## src/bf_pkg.sv

```systemverilog
package bf_pkg;

    // ------------------------------------------------------------------
    // array and calculation sizes
    // ------------------------------------------------------------------
    localparam int STAVE_NUM       = 8;                       // staves per output
    localparam int LANE_STAVES     = 4;                       // staves per fetch lane
    localparam int BEAM_NUM        = 4;                       // beams per calculation
    localparam int SAMPLE_NUM      = 16;                      // samples per beam
    localparam int OUT_NUM         = BEAM_NUM * SAMPLE_NUM;   // results per calculation
    localparam int STAVE_STRIDE    = 32;                      // ram words per stave
    localparam int MAX_OUTSTANDING = 2;                       // ram reads in flight

    // ------------------------------------------------------------------
    // widths
    // ------------------------------------------------------------------
    localparam int TAU_W   = 4;                               // integer delay
    localparam int ADDR_W  = 8;                               // input ram address
    localparam int IRAM_W  = 32;                              // input ram data
    localparam int SMP_W   = 16;                              // signed sample, low bits
    localparam int SUM_W   = 20;                              // signed result
    localparam int TBL_W   = 5;                               // beam*STAVE_NUM + stave
    localparam int BEAM_W  = 2;
    localparam int SMPL_W  = 4;
    localparam int STV_W   = $clog2(STAVE_NUM);               // stave number
    localparam int LCNT_W  = $clog2(LANE_STAVES);             // stave step in a lane
    localparam int OCNT_W  = $clog2(OUT_NUM);                 // result counter
    localparam int OST_W   = $clog2(MAX_OUTSTANDING + 1);     // outstanding reads

    // calculation sequencer states
    typedef enum logic [1:0] {
        IDLE,                                                 // wait for start
        ISSUE,                                                // hand out jobs
        DRAIN,                                                // wait for last result
        FINISH                                                // end pulse
    } seq_state_t;

endpackage
```

## src/bf_top.sv

```systemverilog
module bf_top import bf_pkg::*; (
    input  logic                    i_arst,              // clock
    input  logic                    i_clk156m,           // async reset, active high
    input  logic                    i_param_valid,       // delay table write
    input  logic [TBL_W-1:0]        i_param_cnt,         // table index
    input  logic [TAU_W-1:0]        i_param_data,        // sample delay
    input  logic                    i_calc_start,        // start pulse
    output logic                    o_iram_rd_en,
    output logic [ADDR_W-1:0]       o_iram_rd_addr,
    input  logic                    i_iram_rd_valid,
    input  logic [IRAM_W-1:0]       i_iram_rd_data,
    output logic signed [SUM_W-1:0] o_bm_data,           // beam sample
    output logic                    o_bm_data_valid,
    input  logic                    i_bm_data_ready,
    output logic                    o_calc_end,          // end of calculation
    output logic                    o_busy
);
    logic                    w_job_valid;
    logic                    w_job_ready0, w_job_ready1;
    logic [BEAM_W-1:0]       w_job_beam;
    logic [SMPL_W-1:0]       w_job_sample;
    logic [TBL_W-1:0]        w_tbl_idx0, w_tbl_idx1;
    logic [TAU_W-1:0]        w_tau0, w_tau1;
    logic                    w_req_valid0, w_req_valid1;
    logic                    w_req_ready0, w_req_ready1;
    logic [ADDR_W-1:0]       w_req_addr0, w_req_addr1;
    logic                    w_rsp_valid0, w_rsp_valid1;
    logic [IRAM_W-1:0]       w_rsp_data;
    logic                    w_psum_valid0, w_psum_valid1;
    logic                    w_psum_ready0, w_psum_ready1;
    logic signed [SUM_W-1:0] w_psum0, w_psum1;
    logic                    w_out_done;

    bf_beam_seq u_seq (
        .i_arst, .i_clk156m, .i_calc_start,
        .i_job_ready0 (w_job_ready0), .i_job_ready1 (w_job_ready1),
        .i_out_done   (w_out_done),   .o_job_valid  (w_job_valid),
        .o_job_beam   (w_job_beam),   .o_job_sample (w_job_sample),
        .o_calc_end, .o_busy
    );

    bf_delay_table u_table (
        .i_arst, .i_clk156m, .i_param_valid, .i_param_cnt, .i_param_data,
        .i_rd_idx0 (w_tbl_idx0), .i_rd_idx1 (w_tbl_idx1),
        .o_tau0    (w_tau0),     .o_tau1    (w_tau1)
    );

    // even staves
    bf_stave_fetch #(.LANE(0)) u_fetch0 (
        .i_arst, .i_clk156m,
        .i_job_valid  (w_job_valid),   .i_job_beam  (w_job_beam),  .i_job_sample (w_job_sample),
        .i_tau        (w_tau0),        .i_req_ready (w_req_ready0),
        .i_rsp_valid  (w_rsp_valid0),  .i_rsp_data  (w_rsp_data),  .i_psum_ready (w_psum_ready0),
        .o_job_ready  (w_job_ready0),  .o_tbl_idx   (w_tbl_idx0),
        .o_req_valid  (w_req_valid0),  .o_req_addr  (w_req_addr0),
        .o_psum_valid (w_psum_valid0), .o_psum      (w_psum0)
    );

    // odd staves
    bf_stave_fetch #(.LANE(1)) u_fetch1 (
        .i_arst, .i_clk156m,
        .i_job_valid  (w_job_valid),   .i_job_beam  (w_job_beam),  .i_job_sample (w_job_sample),
        .i_tau        (w_tau1),        .i_req_ready (w_req_ready1),
        .i_rsp_valid  (w_rsp_valid1),  .i_rsp_data  (w_rsp_data),  .i_psum_ready (w_psum_ready1),
        .o_job_ready  (w_job_ready1),  .o_tbl_idx   (w_tbl_idx1),
        .o_req_valid  (w_req_valid1),  .o_req_addr  (w_req_addr1),
        .o_psum_valid (w_psum_valid1), .o_psum      (w_psum1)
    );

    bf_iram_arbiter u_arb (
        .i_arst, .i_clk156m,
        .i_req_valid0 (w_req_valid0), .i_req_addr0 (w_req_addr0),
        .i_req_valid1 (w_req_valid1), .i_req_addr1 (w_req_addr1),
        .i_iram_rd_valid, .i_iram_rd_data,
        .o_req_ready0 (w_req_ready0), .o_req_ready1 (w_req_ready1),
        .o_iram_rd_en, .o_iram_rd_addr,
        .o_rsp_valid0 (w_rsp_valid0), .o_rsp_valid1 (w_rsp_valid1), .o_rsp_data (w_rsp_data)
    );

    bf_stave_adder u_add (
        .i_arst, .i_clk156m,
        .i_psum_valid0 (w_psum_valid0), .i_psum0 (w_psum0),
        .i_psum_valid1 (w_psum_valid1), .i_psum1 (w_psum1),
        .i_bm_data_ready,
        .o_psum_ready0 (w_psum_ready0), .o_psum_ready1 (w_psum_ready1),
        .o_bm_data, .o_bm_data_valid, .o_out_done (w_out_done)
    );

endmodule

```

## src/bf_stave_adder.sv

```systemverilog
module bf_stave_adder import bf_pkg::*; (
    input  logic                    i_arst,          // clock
    input  logic                    i_clk156m,       // async reset
    input  logic                    i_psum_valid0,   // even staves
    input  logic signed [SUM_W-1:0] i_psum0,
    input  logic                    i_psum_valid1,   // odd staves
    input  logic signed [SUM_W-1:0] i_psum1,
    input  logic                    i_bm_data_ready,
    output logic                    o_psum_ready0,
    output logic                    o_psum_ready1,
    output logic signed [SUM_W-1:0] o_bm_data,
    output logic                    o_bm_data_valid,
    output logic                    o_out_done       // result accepted
);
    logic w_free;                                    // output reg can load
    logic w_take;                                    // both lanes joined

    assign w_free        = !o_bm_data_valid || i_bm_data_ready;
    assign o_psum_ready0 = w_free && i_psum_valid1;  // only together
    assign o_psum_ready1 = w_free && i_psum_valid0;
    assign w_take        = w_free && i_psum_valid0 && i_psum_valid1;
    assign o_out_done    = o_bm_data_valid && i_bm_data_ready;

    always_ff @(posedge i_arst or posedge i_clk156m) begin
        if (i_clk156m) begin
            o_bm_data_valid <= 1'b0;
        end else if (w_take) begin
            o_bm_data_valid <= 1'b1;
        end else if (o_out_done) begin
            o_bm_data_valid <= 1'b0;
        end
    end

    // holds while valid and not ready
    always_ff @(posedge i_arst) begin
        if (w_take)
            o_bm_data <= i_psum0 + i_psum1;
    end

endmodule

```

## src/bf_iram_arbiter.sv

```systemverilog
module bf_iram_arbiter import bf_pkg::*; (
    input  logic              i_arst,            // clock
    input  logic              i_clk156m,         // async reset
    input  logic              i_req_valid0,
    input  logic [ADDR_W-1:0] i_req_addr0,
    input  logic              i_req_valid1,
    input  logic [ADDR_W-1:0] i_req_addr1,
    input  logic              i_iram_rd_valid,   // in-order return
    input  logic [IRAM_W-1:0] i_iram_rd_data,
    output logic              o_req_ready0,      // grant lane 0
    output logic              o_req_ready1,      // grant lane 1
    output logic              o_iram_rd_en,
    output logic [ADDR_W-1:0] o_iram_rd_addr,
    output logic              o_rsp_valid0,
    output logic              o_rsp_valid1,
    output logic [IRAM_W-1:0] o_rsp_data
);
    logic             r_last;                    // last winner, 1 = lane 1
    logic [OST_W-1:0] r_outst;                   // granted, not yet returned
    logic             r_own [MAX_OUTSTANDING];   // owner queue
    logic             r_wr_ptr;
    logic             r_rd_ptr;
    logic             r_rsp_valid;
    logic             r_rsp_own;
    logic             w_room;
    logic             w_gnt;

    assign w_room       = (r_outst < OST_W'(MAX_OUTSTANDING));
    assign o_req_ready0 = w_room && i_req_valid0 && (!i_req_valid1 || r_last);
    assign o_req_ready1 = w_room && i_req_valid1 && (!i_req_valid0 || !r_last);
    assign w_gnt        = o_req_ready0 || o_req_ready1;

    // ------------------------------------------------------------------
    // grant, outstanding count and owner queue pointers
    // ------------------------------------------------------------------
    always_ff @(posedge i_arst or posedge i_clk156m) begin
        if (i_clk156m) begin
            r_last       <= 1'b0;
            r_outst      <= '0;
            r_wr_ptr     <= 1'b0;
            r_rd_ptr     <= 1'b0;
            o_iram_rd_en <= 1'b0;
            r_rsp_valid  <= 1'b0;
        end else begin
            o_iram_rd_en <= w_gnt;                   // one cycle after grant
            r_rsp_valid  <= i_iram_rd_valid;         // return register
            r_outst      <= r_outst + OST_W'(w_gnt) - OST_W'(i_iram_rd_valid);
            if (w_gnt) begin
                r_last   <= o_req_ready1;
                r_wr_ptr <= !r_wr_ptr;
            end
            if (i_iram_rd_valid)
                r_rd_ptr <= !r_rd_ptr;
        end
    end

    always_ff @(posedge i_arst) begin
        if (w_gnt) begin
            r_own[r_wr_ptr] <= o_req_ready1;
            o_iram_rd_addr  <= o_req_ready1 ? i_req_addr1 : i_req_addr0;
        end
        if (i_iram_rd_valid) begin
            r_rsp_own  <= r_own[r_rd_ptr];           // head of queue owns it
            o_rsp_data <= i_iram_rd_data;
        end
    end

    assign o_rsp_valid0 = r_rsp_valid && !r_rsp_own;
    assign o_rsp_valid1 = r_rsp_valid && r_rsp_own;

endmodule

```

## src/bf_stave_fetch.sv

```systemverilog
module bf_stave_fetch import bf_pkg::*; #(
    parameter int LANE = 0                           // 0 even staves, 1 odd staves
) (
    input  logic                    i_arst,          // clock
    input  logic                    i_clk156m,       // async reset
    input  logic                    i_job_valid,
    input  logic [BEAM_W-1:0]       i_job_beam,
    input  logic [SMPL_W-1:0]       i_job_sample,
    input  logic [TAU_W-1:0]        i_tau,           // delay for o_tbl_idx
    input  logic                    i_req_ready,     // arbiter grant
    input  logic                    i_rsp_valid,     // our read came back
    input  logic [IRAM_W-1:0]       i_rsp_data,
    input  logic                    i_psum_ready,
    output logic                    o_job_ready,
    output logic [TBL_W-1:0]        o_tbl_idx,
    output logic                    o_req_valid,
    output logic [ADDR_W-1:0]       o_req_addr,
    output logic                    o_psum_valid,
    output logic signed [SUM_W-1:0] o_psum
);
    logic              r_active;                     // job in progress
    logic              r_wait;                       // one read outstanding
    logic [LCNT_W-1:0] r_k;                          // stave step 0..3
    logic [BEAM_W-1:0] r_beam;
    logic [SMPL_W-1:0] r_sample;
    logic [STV_W-1:0]  w_stave;

    assign w_stave     = {r_k, 1'(LANE)};            // stave 2k+LANE
    assign o_tbl_idx   = {r_beam, w_stave};
    assign o_req_addr  = ADDR_W'(w_stave) * ADDR_W'(STAVE_STRIDE)
                       + ADDR_W'(r_sample) + ADDR_W'(i_tau);
    assign o_req_valid = r_active && !r_wait;
    assign o_job_ready = !r_active && !o_psum_valid; // free once psum taken

    // ------------------------------------------------------------------
    // control
    // ------------------------------------------------------------------
    always_ff @(posedge i_arst or posedge i_clk156m) begin
        if (i_clk156m) begin
            r_active     <= 1'b0;
            r_wait       <= 1'b0;
            r_k          <= '0;
            o_psum_valid <= 1'b0;
        end else begin
            if (i_job_valid && o_job_ready) begin
                r_active <= 1'b1;
                r_k      <= '0;
            end
            if (o_req_valid && i_req_ready)
                r_wait <= 1'b1;
            if (i_rsp_valid) begin
                r_wait <= 1'b0;
                if (r_k == LCNT_W'(LANE_STAVES - 1)) begin
                    r_active     <= 1'b0;
                    o_psum_valid <= 1'b1;            // one cycle after 4th return
                end else begin
                    r_k <= r_k + 1'b1;
                end
            end
            if (o_psum_valid && i_psum_ready)
                o_psum_valid <= 1'b0;
        end
    end

    // job fields and accumulator
    always_ff @(posedge i_arst) begin
        if (i_job_valid && o_job_ready) begin
            r_beam   <= i_job_beam;
            r_sample <= i_job_sample;
            o_psum   <= '0;
        end else if (i_rsp_valid) begin
            o_psum <= o_psum + SUM_W'(signed'(i_rsp_data[SMP_W-1:0]));  // sign extend
        end
    end

endmodule

```

## src/bf_beam_seq.sv

```systemverilog
module bf_beam_seq import bf_pkg::*; (
    input  logic              i_arst,            // clock
    input  logic              i_clk156m,         // async reset
    input  logic              i_calc_start,      // start pulse
    input  logic              i_job_ready0,      // lane 0 idle
    input  logic              i_job_ready1,      // lane 1 idle
    input  logic              i_out_done,        // one result left the adder
    output logic              o_job_valid,       // job to both lanes
    output logic [BEAM_W-1:0] o_job_beam,
    output logic [SMPL_W-1:0] o_job_sample,
    output logic              o_calc_end,
    output logic              o_busy
);
    seq_state_t        r_state;
    logic [OCNT_W-1:0] r_done_cnt;               // results accepted so far
    logic              w_last_job;
    logic              w_last_done;

    assign o_job_valid = (r_state == ISSUE) && i_job_ready0 && i_job_ready1;  // lanes in lockstep
    assign w_last_job  = (o_job_beam == BEAM_W'(BEAM_NUM - 1))
                      && (o_job_sample == SMPL_W'(SAMPLE_NUM - 1));
    assign w_last_done = i_out_done && (r_done_cnt == OCNT_W'(OUT_NUM - 1));
    assign o_calc_end  = (r_state == FINISH);
    assign o_busy      = (r_state == ISSUE) || (r_state == DRAIN);

    always_ff @(posedge i_arst or posedge i_clk156m) begin
        if (i_clk156m) begin
            r_state      <= IDLE;
            o_job_beam   <= '0;
            o_job_sample <= '0;
            r_done_cnt   <= '0;
        end else begin
            if (i_out_done)
                r_done_cnt <= r_done_cnt + 1'b1;
            case (r_state)
                IDLE, FINISH: begin
                    r_state <= IDLE;
                    if (i_calc_start) begin              // busy is low here
                        r_state      <= ISSUE;
                        o_job_beam   <= '0;
                        o_job_sample <= '0;
                        r_done_cnt   <= '0;
                    end
                end
                ISSUE: begin
                    if (o_job_valid) begin
                        if (o_job_sample == SMPL_W'(SAMPLE_NUM - 1)) begin
                            o_job_sample <= '0;
                            o_job_beam   <= o_job_beam + 1'b1;   // next beam
                        end else begin
                            o_job_sample <= o_job_sample + 1'b1;
                        end
                        if (w_last_job)
                            r_state <= DRAIN;        // all jobs out
                    end
                end
                DRAIN: begin
                    if (w_last_done)
                        r_state <= FINISH;           // end pulse next cycle
                end
                default: r_state <= IDLE;
            endcase
        end
    end

endmodule

```

## src/bf_delay_table.sv

```systemverilog
module bf_delay_table import bf_pkg::*; (
    input  logic             i_arst,            // clock
    input  logic             i_clk156m,         // async reset
    input  logic             i_param_valid,     // write strobe
    input  logic [TBL_W-1:0] i_param_cnt,       // beam*STAVE_NUM + stave
    input  logic [TAU_W-1:0] i_param_data,      // delay in samples
    input  logic [TBL_W-1:0] i_rd_idx0,         // lane 0 lookup
    input  logic [TBL_W-1:0] i_rd_idx1,         // lane 1 lookup
    output logic [TAU_W-1:0] o_tau0,
    output logic [TAU_W-1:0] o_tau1
);
    logic [TAU_W-1:0] r_tau [BEAM_NUM * STAVE_NUM];

    // ------------------------------------------------------------------
    // register file, zero delays after reset
    // ------------------------------------------------------------------
    always_ff @(posedge i_arst or posedge i_clk156m) begin
        if (i_clk156m) begin
            for (int i = 0; i < BEAM_NUM * STAVE_NUM; i++)
                r_tau[i] <= '0;
        end else if (i_param_valid) begin
            r_tau[i_param_cnt] <= i_param_data;  // seen by readers next cycle
        end
    end

    // two combinational read ports
    assign o_tau0 = r_tau[i_rd_idx0];
    assign o_tau1 = r_tau[i_rd_idx1];

endmodule

```

## config.mk

```make
export PLATFORM = sky130hd
export DESIGN_NAME = bf_top
export DESIGN_NICKNAME = d
export VERILOG_FILES = /design/src/bf_pkg.sv /design/src/bf_top.sv /design/src/bf_stave_adder.sv /design/src/bf_iram_arbiter.sv /design/src/bf_stave_fetch.sv /design/src/bf_beam_seq.sv /design/src/bf_delay_table.sv
export SDC_FILE = /design/constraint.sdc
export NUM_CORES = 1
export LEC_CHECK = 0
export ABC_AREA = 1
export BUFFER_PORTS_ARGS = -buffer_cell sky130_fd_sc_hd__buf_2
export CAP_MARGIN = 20
export CORE_MARGIN = 2
export CORE_UTILIZATION = 39
export DETAILED_ROUTE_END_ITERATION = 8
export PLACE_DENSITY = 0.58
export SKIP_CTS_REPAIR_TIMING = 1
export SYNTH_ARGS = -nofsm -noshare
export SYNTH_HDL_FRONTEND = slang
export SYNTH_HIERARCHICAL = 1
export SYNTH_SLANG_ARGS = --single-unit
```

## constraint.sdc

```tcl
create_clock -name i_arst -period 4.4 [get_ports i_arst]
set_input_delay 0.22 -clock i_arst [delete_from_list [all_inputs] [get_ports i_arst]]
set_output_delay 0.22 -clock i_arst [all_outputs]
set_load 0.01 [all_outputs]
```

==> Word-level counts from Yosys, hierarchy flattened <==
Memory sizes are Yosys's and may differ from the RTL's. A register that Yosys moved wholly into a read port is not among the register bits.
Cells that the tools add are included.
{ "classes": {"n_bitwise": 3, "n_mux": 52, "n_eq_ne": 13, "addsub": 14, "magnitude_cmp": 5, "n_reduce_logical": 57} }
{ "op_table": {"columns": ["cell", "n"], "rows": [
  ["$bwmux W128", 1],
  ["$add A20 B16 Y20", 2],
  ["$bmux W4 S5", 2],
  ["$add A8 B4 Y8", 4],
  ["$mux W4", 8],
  ["$logic_and A1 B1 Y1", 24],
  ["$mux W2", 12],
  ["$mux W1", 21],
  ["$add A20 B20 Y20", 1],
  ["$demux W4 S5", 1],
  ["$ge A6 B6 Y1 const B", 3],
  ["$mux W6", 3],
  ["$not A5 Y6", 3],
  ["$reduce_bool A2 Y1", 8],
  ["$logic_not A1 Y1", 13],
  ["$eq A2 B2 Y1 const B", 5],
  ["$mux W8", 1],
  ["$pmux W4 S2", 1],
  ["$add A2 B1 Y2 const B", 3],
  ["$add A6 B1 Y6 const B", 1],
  ["$eq A6 B6 Y1 const B", 1],
  ["$lt A6 B1 Y1 const B", 1],
  ["$ne A2 B1 Y1 const B", 3],
  ["$pmux W2 S3", 1],
  ["14 further kinds", 21]
]} }
{ "word_totals": {"regBits": 256, "output_inout_bits": 32, "ram_bits": 2, "mem_count": 1, "wordCells": 205} }
{ "mem_list": {"columns": ["name", "words", "width", "read_ports", "rd_ports_with_merged_regs", "wr", "line", "text"], "rows": [
  ["u_arb.r_own", 2, 1, 1, 1, 1, "bf_iram_arbiter.sv:20", "logic r_own [MAX_OUTSTANDING];"]
]} }

==> Logic depth before layout (Yosys ltp) <==
Gate-level depths: netlist of run 1.
{ "depth": {"ltp_word": 8, "mapped_depth": 17, "depth_no_buf": 15} }

==> Modules after synthesis <==
The synthesis of run 1 kept the hierarchy.
{ "modules_own_cells": {"columns": ["module", "seq_area_each_um2", "instances", "area_each_um2", "cells_per_inst"], "rows": [
  ["bf_delay_table", 3203.1, 1, 7213.2, 1064],
  ["bf_stave_fetch at u_fetch1", 705.7, 1, 2519.9, 381],
  ["bf_stave_fetch at u_fetch0", 705.7, 1, 2499.9, 381],
  ["bf_stave_adder", 625.6, 1, 1868.0, 258],
  ["bf_iram_arbiter", 1466.4, 1, 1739.2, 107],
  ["bf_beam_seq", 350.3, 1, 810.8, 108]
]} }

==> Least setup slack after synthesis of run 1 <==
OpenSTA, ideal clock, no wires.
{ "synth_timing": {"path_type": "register to register", "start": "reg u_fetch1.r_k[1]", "end": "reg u_arb.o_iram_rd_addr[2] (data pin)", "required_ns": 4.148, "t_arrival_ns": 2.257, "period_less_slack_ns": 2.509, "setup_slack_ns": 1.891, "path_buffers": 3, "stages_incl_launch_ff": 17, "path_cell_list": "dfrtp_1 -> buf_4 -> buf_2 -> inv_1 -> clkbuf_1 -> nand3_1 -> nand2_1 -> nand2_1 -> nand2_1 -> nand2_1 -> nand2_1 -> ha_1 -> inv_1 -> fa_1 -> xnor2_1 -> nand2_1 -> nand2_1"} }
{ "synth_via": {"elab_chain_cells": 6} }
{ "synth_rtl": {"columns": ["element", "line", "text"], "rows": [
  ["from (decl)", "bf_stave_fetch.sv:23", "logic [LCNT_W-1:0] r_k;"],
  ["from (signal assigned)", "bf_stave_fetch.sv:57", "r_k <= r_k + 1'b1;"],
  ["$not A5 Y6 (not written as such)", "bf_delay_table.sv:28", "assign o_tau1 = r_tau[i_rd_idx1];"],
  ["$bmux W4 S5", "bf_delay_table.sv:28", null],
  ["$mux W4 (not written as such) (2 in a row)", "bf_delay_table.sv:28", null],
  ["named net w_tau1[0]", "bf_top.sv:23", "logic [TAU_W-1:0] w_tau0, w_tau1;"],
  ["$add A8 B4 Y8", "bf_stave_fetch.sv:31", "+ ADDR_W'(r_sample) + ADDR_W'(i_tau);"],
  ["named net w_req_addr1[2]", "bf_top.sv:26", "logic [ADDR_W-1:0] w_req_addr0, w_req_addr1;"],
  ["$mux W8", "bf_iram_arbiter.sv:60", "o_iram_rd_addr <= o_req_ready1 ? i_req_addr1 : i_req_addr0;"],
  ["to (signal assigned)", "bf_iram_arbiter.sv:60", null],
  ["to (decl)", "bf_iram_arbiter.sv:13", "output logic [ADDR_W-1:0] o_iram_rd_addr,"]
]} }
The timed path passes the listed nets, and every way through them passes these cells. The select of a mux whose other input is x is not followed.
A chain may end at the register's enable or synchronous reset.

==> Worst setup path after layout of run 1 <==
{ "layout_timing": {"start": "reg u_fetch1.r_k[0]", "end": "reg u_arb.o_iram_rd_addr[4] (data pin)"} }
The elaborated chain is that of the path after synthesis.

==> impl_metrics.env, run 1 <==
export IMPL_clockBufferDepth=3
export IMPL_grt_max_degree=66
export IMPL_hold_class="in2reg"
export IMPL_cts_root_buf="clkbuf_16"
export IMPL_diodes=0
export IMPL_critPathKind="reg2reg"
export IMPL_tightest_slew_ns=1.021
export IMPL_p_seq_share_pct=29.9
export IMPL_cts_tree="yes"
export IMPL_dieHeight_um=207.6
export IMPL_r2r_end="u_arb/o_iram_rd_addr[4]"
export IMPL_final_cell_mix="nand2_1, nand3_1, inv_1"
export IMPL_htreeDepth=1
export IMPL_cts_sinks=259
export IMPL_vias=14775
export IMPL_initial_core_util_pct=39.51
export IMPL_antenna_found_initial=0
export IMPL_tns_ns=0
export IMPL_route_detailed_drc=0
export IMPL_setup_viol=0
export IMPL_drive_gt1_share_pct=8.779
export IMPL_die_area_um2=43110
export IMPL_drtPass1Iterations=7
export IMPL_yosysWarnings=6
export IMPL_postSynthCellCount=2283
export IMPL_overflow=0
export IMPL_grt_pass1_wl_mm=73.35
export IMPL_rsz0062_at_grt="no"
export IMPL_dp_hpwl_mm=31.90
export IMPL_worstPathRequired_ns=4.86
export IMPL_portBuffers=62
export IMPL_crit_path_start="u_fetch1/r_k[0]"
export IMPL_pin_count=79
export IMPL_worstReg2RegStart="u_fetch1/r_k[0]"
export IMPL_fin_skew_ns=0.01481
export IMPL_drtAntennaViolNets=0
export IMPL_max_cap_violations=0
export IMPL_slowest_delay_ns=0.42
export IMPL_start_kind="flop"
export IMPL_path_max_fanout=17
export IMPL_syn_area_um2=16170
export IMPL_grtUsageTotal_pct=21.01
export IMPL_slowest_stage="fa_1"
export IMPL_intPower_w=0.007211
export IMPL_hold_viol=0
export IMPL_hp_start="i_iram_rd_valid"
export IMPL_maxSlewHeadroom_pct=31.59
export IMPL_end_kind="flop"
export IMPL_nets=2459
export IMPL_die_w_um=207.6
export IMPL_setup_slack_ns=1.553
export IMPL_place_ws_ns=1.264
export IMPL_drt_first_iter_violations=1333
export IMPL_min_path_cells=1
export IMPL_status="finished, final reports clean"
export IMPL_numCtsBuffers=31
export IMPL_cp_common_cell="nand2_1"
export IMPL_reg2reg_slack_ns=1.55
export IMPL_whs_ns=0.004077
export IMPL_min_to="u_arb/r_rsp_valid"
export IMPL_fin_crit_sh_pct=64.70
export IMPL_finalPower_w=0.01312
export IMPL_gp_congestion=0.8572
export IMPL_fmax_ghz=0.3513
export IMPL_combPwrFrac_pct=49.7
export IMPL_path_cells="inv_1, buf_16, buf_4, nand3_1, nand3_1, nand2_1, nand2_1, nand2_1, nand2_1, nand2_1, ha_1, inv_1, fa_1, o21ai_0, nand2_1, nand2_1"
export IMPL_p_sw_w=0.005905
export IMPL_rows=74
export IMPL_powerDensity_nw_per_um2=721.0
export IMPL_leakage_nw=8.996
export IMPL_pwr_share_clk_pct=20.4
export IMPL_worstSkewPairLatency_ns=0.59
export IMPL_core_area_um2=40920
export IMPL_syn2layout_area_growth_pct=12.50
export IMPL_final_common_cell="nand2_1"
export IMPL_cp_arrival_ns=3.31
export IMPL_avgViaCountPerCell=5.112
export IMPL_ir_worst_vdd_v=0.0003447
export IMPL_grt_pass1_vias=13564
export IMPL_avgSynthCellArea_um2=7.083
export IMPL_wirelength_mm=46.05
export IMPL_reg2regPathDepth=16
export IMPL_maxSlewViolCount=0
export IMPL_period_minus_slack_ns=2.847
export IMPL_clk_pin_slew_worst_paths_ns=0.06
export IMPL_wl_per_cell_um=15.93
export IMPL_p_sw_share_pct=45.02
-- power by group through the flow --
stage                     clock network (W)  logic (W)  registers (W)
after floorplan                           0    0.00493        0.00374
after global placement                    0    0.00631        0.00393
after detailed placement                  0    0.00642        0.00394
after CTS                           0.00274    0.00645        0.00391
after global routing                0.00283    0.00747        0.00400
final                               0.00267    0.00652        0.00392
-- stage by stage --
stage               utilization [%]  instance area, µm²  std cells
finish                        44.45               18190       2890
global route                  44.45               18190       2890
CTS                           43.94               17980       2871
detailed placement            41.34               16920       2813
global placement              41.27               16890       2812
floorplan                         -               16180       2285
-- state kept, by name, summed over array words and instances, names as in the netlist, 2 cells and up --
name                  cells
u_seq/r_state             2
u_arb/r_outst             2
u_fetch1/r_beam           2
u_fetch1/r_sample         4
u_arb/r_own               2
u_add/o_bm_data          20
u_fetch0/r_k              2
u_arb/o_iram_rd_addr      8
u_fetch1/r_k              2
u_fetch0/r_beam           2
u_seq/o_job_sample        4
u_fetch1/o_psum          20
u_fetch0/o_psum          20
u_arb/o_rsp_data         16
u_seq/o_job_beam          2
u_fetch0/r_sample         4
u_table/r_tau           128
u_seq/r_done_cnt          6
-- critical path: cells and delay by family, from the launching register on --
family / cells / cell delay [ns]
buffers and inverters: 4 / 0.78
and+or+nand+nor: 9 / 0.73
adders and majority gates: 2 / 0.61
DFF: 1 / 0.34
AOI/OAI and AO/OA: 1 / 0.25
-- how the worst max path moves through the flow --
stage	cells after the start	end	slack (ns)
2_1_floorplan	1	u_table/r_tau[0]	0.77
3_3_place_gp	15	u_arb/o_iram_rd_addr[3]	1.30
6_report	16	u_arb/o_iram_rd_addr[4]	1.55
5_1_grt	16	u_arb/o_iram_rd_addr[4]	1.35
4_1_cts	15	u_arb/o_iram_rd_addr[3]	1.26
3_5_place_dp	15	u_arb/o_iram_rd_addr[3]	1.26
-- layer usage --
layer  track usage, %  vias to the layer above  share of wire (%)
met4            4.965                        0                1.9
li1                 -                     7439                  -
met3            2.753                       71                6.6
met1            32.32                     6825                 49
met5                0                        -                  0
met2            31.13                      440                 42
-- layout make-up --
cell class	count	area [µm²]
Timing Repair Buffer	96	650.6
Tap cell	532	665.6
Fill cell	4196	22730
Clock buffer	37	839.6
Inverter	211	799.5
Multi-Input combinational cell	1734	8433
Clock inverter	21	226.5
Sequential cell	259	6576
(Power assumes the default switching activity.)
==> run 2, diff against run 1 <==
- PLACE_DENSITY: 0.58 -> 0.6
- clock period: 4.4 -> 2.6 ns (I/O delays scaled with it)
==> impl_metrics.env, run 2 (same netlist as run 1, synthesis figures left out) <==
export IMPL_route_detailed_drc=0
export IMPL_avgViaCountPerCell=5.128
export IMPL_cts_sinks=259
export IMPL_end_kind="flop"
export IMPL_cp_arrival_ns=2.76
export IMPL_cts_tree="yes"
export IMPL_setup_viol=0
export IMPL_fin_skew_ns=0.02312
export IMPL_diodes=0
export IMPL_violations="negative hold slack"
export IMPL_leakage_nw=9.102
export IMPL_worstPathRequired_ns=2.90
export IMPL_die_area_um2=43110
export IMPL_maxSlewViolCount=0
export IMPL_hold_class="in2reg"
export IMPL_gp_congestion=0.8967
export IMPL_ir_worst_vdd_v=0.0005592
export IMPL_maxSlewHeadroom_pct=41.81
export IMPL_pin_count=79
export IMPL_portBuffers=62
export IMPL_grt_max_degree=66
export IMPL_nets=2474
export IMPL_cts_root_buf="clkbuf_16"
export IMPL_min_path_cells=4
export IMPL_start_kind="flop"
export IMPL_vias=14897
export IMPL_final_cell_mix="nand2_1, nand3_1, inv_1"
export IMPL_status="finished, violations left"
export IMPL_finalPower_w=0.02260
export IMPL_drtAntennaViolNets=0
export IMPL_rows=74
export IMPL_grtUsageTotal_pct=20.94
export IMPL_reg2regPathDepth=15
export IMPL_initial_core_util_pct=39.51
export IMPL_clockBufferDepth=3
export IMPL_path_max_fanout=16
export IMPL_period_minus_slack_ns=2.464
export IMPL_fill_cells=4146
export IMPL_worstSkewPairLatency_ns=0.54
export IMPL_hold_viol=2
export IMPL_clk_pin_slew_worst_paths_ns=0.06
export IMPL_dp_hpwl_mm=31.79
export IMPL_drive_gt1_share_pct=9.440
export IMPL_grt_pass1_wl_mm=73.04
export IMPL_grt_pass1_vias=13973
export IMPL_fmax_ghz=0.4058
export IMPL_max_cap_violations=0
export IMPL_tightest_slew_ns=0.8710
export IMPL_powerDensity_nw_per_um2=1227
export IMPL_numCtsBuffers=34
export IMPL_htreeDepth=2
export IMPL_rsz0062_at_grt="no"
export IMPL_drt_first_iter_violations=1395
export IMPL_place_ws_ns=0.1634
export IMPL_setup_slack_ns=0.1356
export IMPL_overflow=0
export IMPL_whs_ns=-0.02083
export IMPL_wirelength_mm=45.92
export IMPL_fin_crit_sh_pct=94.79
export IMPL_die_w_um=207.6
export IMPL_drtPass1Iterations=6
export IMPL_antenna_found_initial=0
export IMPL_final_common_cell="nand2_1"
export IMPL_dieHeight_um=207.6
export IMPL_wl_per_cell_um=15.81
export IMPL_critPathKind="reg2reg"
export IMPL_core_area_um2=40920
export IMPL_largest_reg_flops=128
export IMPL_regMostFlops="u_table/r_tau"
export IMPL_syn2layout_area_growth_pct=13.86
export IMPL_tns_ns=0
export IMPL_utilization_pct=44.99
-- run 2: final timing paths --
| path | startpoint | to | slack [ns] |
|---|---|---|---|
| max | u_fetch1/r_k[0] | u_arb/o_iram_rd_addr[3] | 0.14 |
| min | i_bm_data_ready | u_add/o_bm_data_valid | -0.02 |
| max reg2reg | u_fetch1/r_k[0] | u_arb/o_iram_rd_addr[3] | 0.14 |
| min reg2reg | u_arb/r_outst[0] | u_arb/r_outst[0] | 0.48 |
| max in group asynchronous | i_clk156m | u_table/r_tau[11] | 1.50 |
| min in group asynchronous | i_clk156m | u_add/o_bm_data_valid | 0.05 |
-- run 2: cell type report --
cell class,count,area [µm²],area share (%)
Clock inverter,12,131.4,0.7136
Clock buffer,49,948.4,5.151
Tap cell,532,665.6,3.615
Multi-Input combinational cell,1734,8451,45.90
Inverter,211,803.3,4.363
Sequential cell,259,6576,35.72
Timing Repair Buffer,108,835.8,4.540
-- run 2: critical path, cell delays in order (launching register included) --
cell and delay [ns]:
dfrtp_1 0.41, inv_2 0.15, clkbuf_16 0.22, nand3_1 0.09, nand3_1 0.12, nand2_1 0.10, nand2_1 0.10, nand2_1 0.05
nand2_1 0.05, nand2_1 0.10, ha_1 0.36, a21oi_1 0.14, nand2_1 0.07, xor2_1 0.14, nand2_1 0.06, nand2_1 0.04
-- run 2: where the power goes --
group	switching, W	leakage (nW)	internal [W]
combinational	0.00723	5.61	0.00417
clock	0.00181	0.532	0.00276
sequential	0.00108	2.96	0.00556
total	0.0101	9.10	0.0125
-- run 2: per-stage QoR --
step	cell area, µm²	hold WS [ns]	instances
6_report	18410	-0.02083	2905
4_1_cts	18160	-0.5302	2885
3_5_place_dp	17080	0.04876	2824
3_3_place_gp	17080	0.04698	2824
2_1_floorplan	16180	-0.1413	2285
5_1_grt	18410	0.01344	2905
-- run 2: routing by layer --
metal	vias to the layer above	GRT usage, %	part of all wire, %
met2	438	31.77	43
met4	0	6.016	2.0
met3	69	3.101	6.8
met5	-	0	0
li1	7456	-	-
met1	6934	30.95	48
==> run 3, diff against run 2 <==
- CTS_CLUSTER_SIZE: not set -> 30
- GPL_TIMING_DRIVEN: not set -> 0
- PLACE_DENSITY: 0.6 -> 0.58
- clock period: 2.6 -> 2.45 ns (I/O delays scaled with it)
==> impl_metrics.env, run 3 (same netlist as run 1, synthesis figures left out) <==
export IMPL_setup_slack_ns=-0.2810
export IMPL_largest_reg_flops=128
export IMPL_period_minus_slack_ns=2.731
export IMPL_cts_root_buf="clkbuf_16"
export IMPL_tightest_slew_ns=0.9249
export IMPL_diodes=0
export IMPL_path_max_fanout=6
export IMPL_die_area_um2=43110
export IMPL_regMostFlops="u_table/r_tau"
export IMPL_fill_cells=4029
export IMPL_start_kind="flop"
export IMPL_maxSlewHeadroom_pct=37.86
export IMPL_die_w_um=207.6
export IMPL_clk_pin_slew_worst_paths_ns=0.06
export IMPL_hold_viol=0
export IMPL_overflow=0
export IMPL_tns_ns=-0.9860
export IMPL_place_area_um2=17260
export IMPL_clockBufferDepth=3
export IMPL_rows=74
export IMPL_cts_tree="yes"
export IMPL_status="finished, violations left"
export IMPL_critPathKind="reg2reg"
export IMPL_pin_count=79
export IMPL_grtUsageTotal_pct=23.09
export IMPL_seqCellArea_um2=6578
export IMPL_nets=2547
export IMPL_initial_core_util_pct=39.51
export IMPL_fin_skew_ns=0.03211
export IMPL_cp_arrival_ns=3.07
export IMPL_violations="negative setup slack"
export IMPL_grt_pass1_wl_mm=78.78
export IMPL_gp_congestion=0.9812
export IMPL_finalNonFillerCells=2978
export IMPL_multi_input_area_um2=8648
export IMPL_dp_hpwl_mm=38.20
export IMPL_vias=15383
export IMPL_cts_sinks=259
export IMPL_wl_per_cell_um=17.35
export IMPL_end_kind="flop"
export IMPL_whs_ns=0.06557
export IMPL_syn2layout_area_growth_pct=17.65
export IMPL_drtAntennaViolNets=0
export IMPL_numCtsBuffers=31
export IMPL_fmax_ghz=0.3662
export IMPL_worstPathRequired_ns=2.79
export IMPL_leakage_nw=9.333
export IMPL_avgViaCountPerCell=5.166
export IMPL_portBuffers=62
export IMPL_dieHeight_um=207.6
export IMPL_grt_max_degree=44
export IMPL_r2r_end="u_arb/o_iram_rd_addr[1]"
export IMPL_reg2regPathDepth=16
export IMPL_hold_class="in2async"
export IMPL_place_ws_ns=-0.8091
export IMPL_dpl_cell_count=2885
export IMPL_ir_worst_vdd_v=0.0007361
export IMPL_fin_crit_sh_pct=111.5
export IMPL_maxSlewViolCount=0
export IMPL_core_area_um2=40920
export IMPL_fin_area_um2=19020
export IMPL_route_detailed_drc=0
export IMPL_reg2reg_slack_ns=-0.28
export IMPL_antenna_found_initial=0
export IMPL_drive_gt1_share_pct=12.80
export IMPL_powerDensity_nw_per_um2=1297
export IMPL_drt_first_iter_violations=1468
export IMPL_max_cap_violations=0
export IMPL_drtPass1Iterations=6
export IMPL_worstSkewPairLatency_ns=0.59
export IMPL_wirelength_mm=51.66
export IMPL_grt_pass1_vias=14114
export IMPL_rsz0062_at_grt="yes"
export IMPL_final_cell_mix="nand2_1, nand3_1, inv_1"
export IMPL_htreeDepth=1
export IMPL_worstReg2RegStart="u_fetch1/r_k[0]"
export IMPL_final_common_cell="nand2_1"
export IMPL_setup_viol=4
[run 3: cell count changes in the layout (fill, tap and decap cells not counted), moves of 11 or more]
cell        delta
clkbuf_1      +23
nand2_1       -19
nand3_1       -19
nand3_2       +19
buf_2         +17
nand2_2       +17
buf_6         +12
clkinvlp_4    +11
[run 3: stage by stage]
stage	utilization, %	total power (W)
floorplan	-	0.01557
global placement	41.93	0.01874
detailed placement	42.17	0.01893
CTS	44.76	0.02378
global route	46.49	0.02674
finish	46.49	0.02468
[run 3: final cells by class]
type / count / area share, %
multi-input cells: 1734 / 45.46
clock buffers: 37 / 4.413
clock inverters: 21 / 1.158
plain buffers: 77 / 2.414
inverters: 211 / 4.288
well taps: 532 / 3.499
repair buffers: 107 / 4.196
flip-flops and latches: 259 / 34.57
[run 3: worst max-delay path by stage]
stage                          startpoint                       to  slack [ns]  depth (start not counted)
floorplan                 u_fetch1/r_k[0]  u_arb/o_iram_rd_addr[2]        0.04                         17
global placement    u_add/o_bm_data_valid      u_add/o_bm_data[18]       -0.97                          3
detailed placement        u_fetch1/r_k[0]  u_arb/o_iram_rd_addr[2]       -0.81                         17
CTS                       u_fetch1/r_k[0]  u_arb/o_iram_rd_addr[2]       -0.83                         17
global route              u_fetch1/r_k[0]  u_arb/o_iram_rd_addr[1]       -0.38                         16
finish                    u_fetch1/r_k[0]  u_arb/o_iram_rd_addr[1]       -0.28                         16
[run 3: power breakdown]
part           total [W]  switching, W  internal, W
logic             0.0129       0.00813      0.00474
registers        0.00707       0.00117      0.00590
clock network    0.00474       0.00196      0.00278
[run 3: critical path: stages, from the launching register on]
cell        delay, ns
dfrtp_1          0.38
buf_6            0.16
clkinvlp_4       0.26
buf_8            0.24
nand3_2          0.06
nand3_2          0.10
nand2_2          0.10
nand2_2          0.05
nand2_2          0.11
nand2_2          0.07
nand2_4          0.09
ha_4             0.13
inv_2            0.03
fa_2             0.52
inv_2            0.04
nand2_2          0.06
nand2_2          0.07
[run 3: routing by layer]
layer  part of all wire (%)  track usage, %
met5                      0               0
met4                    2.4           6.310
met2                     43           34.76
met1                     47           34.01
met3                    7.7           4.175
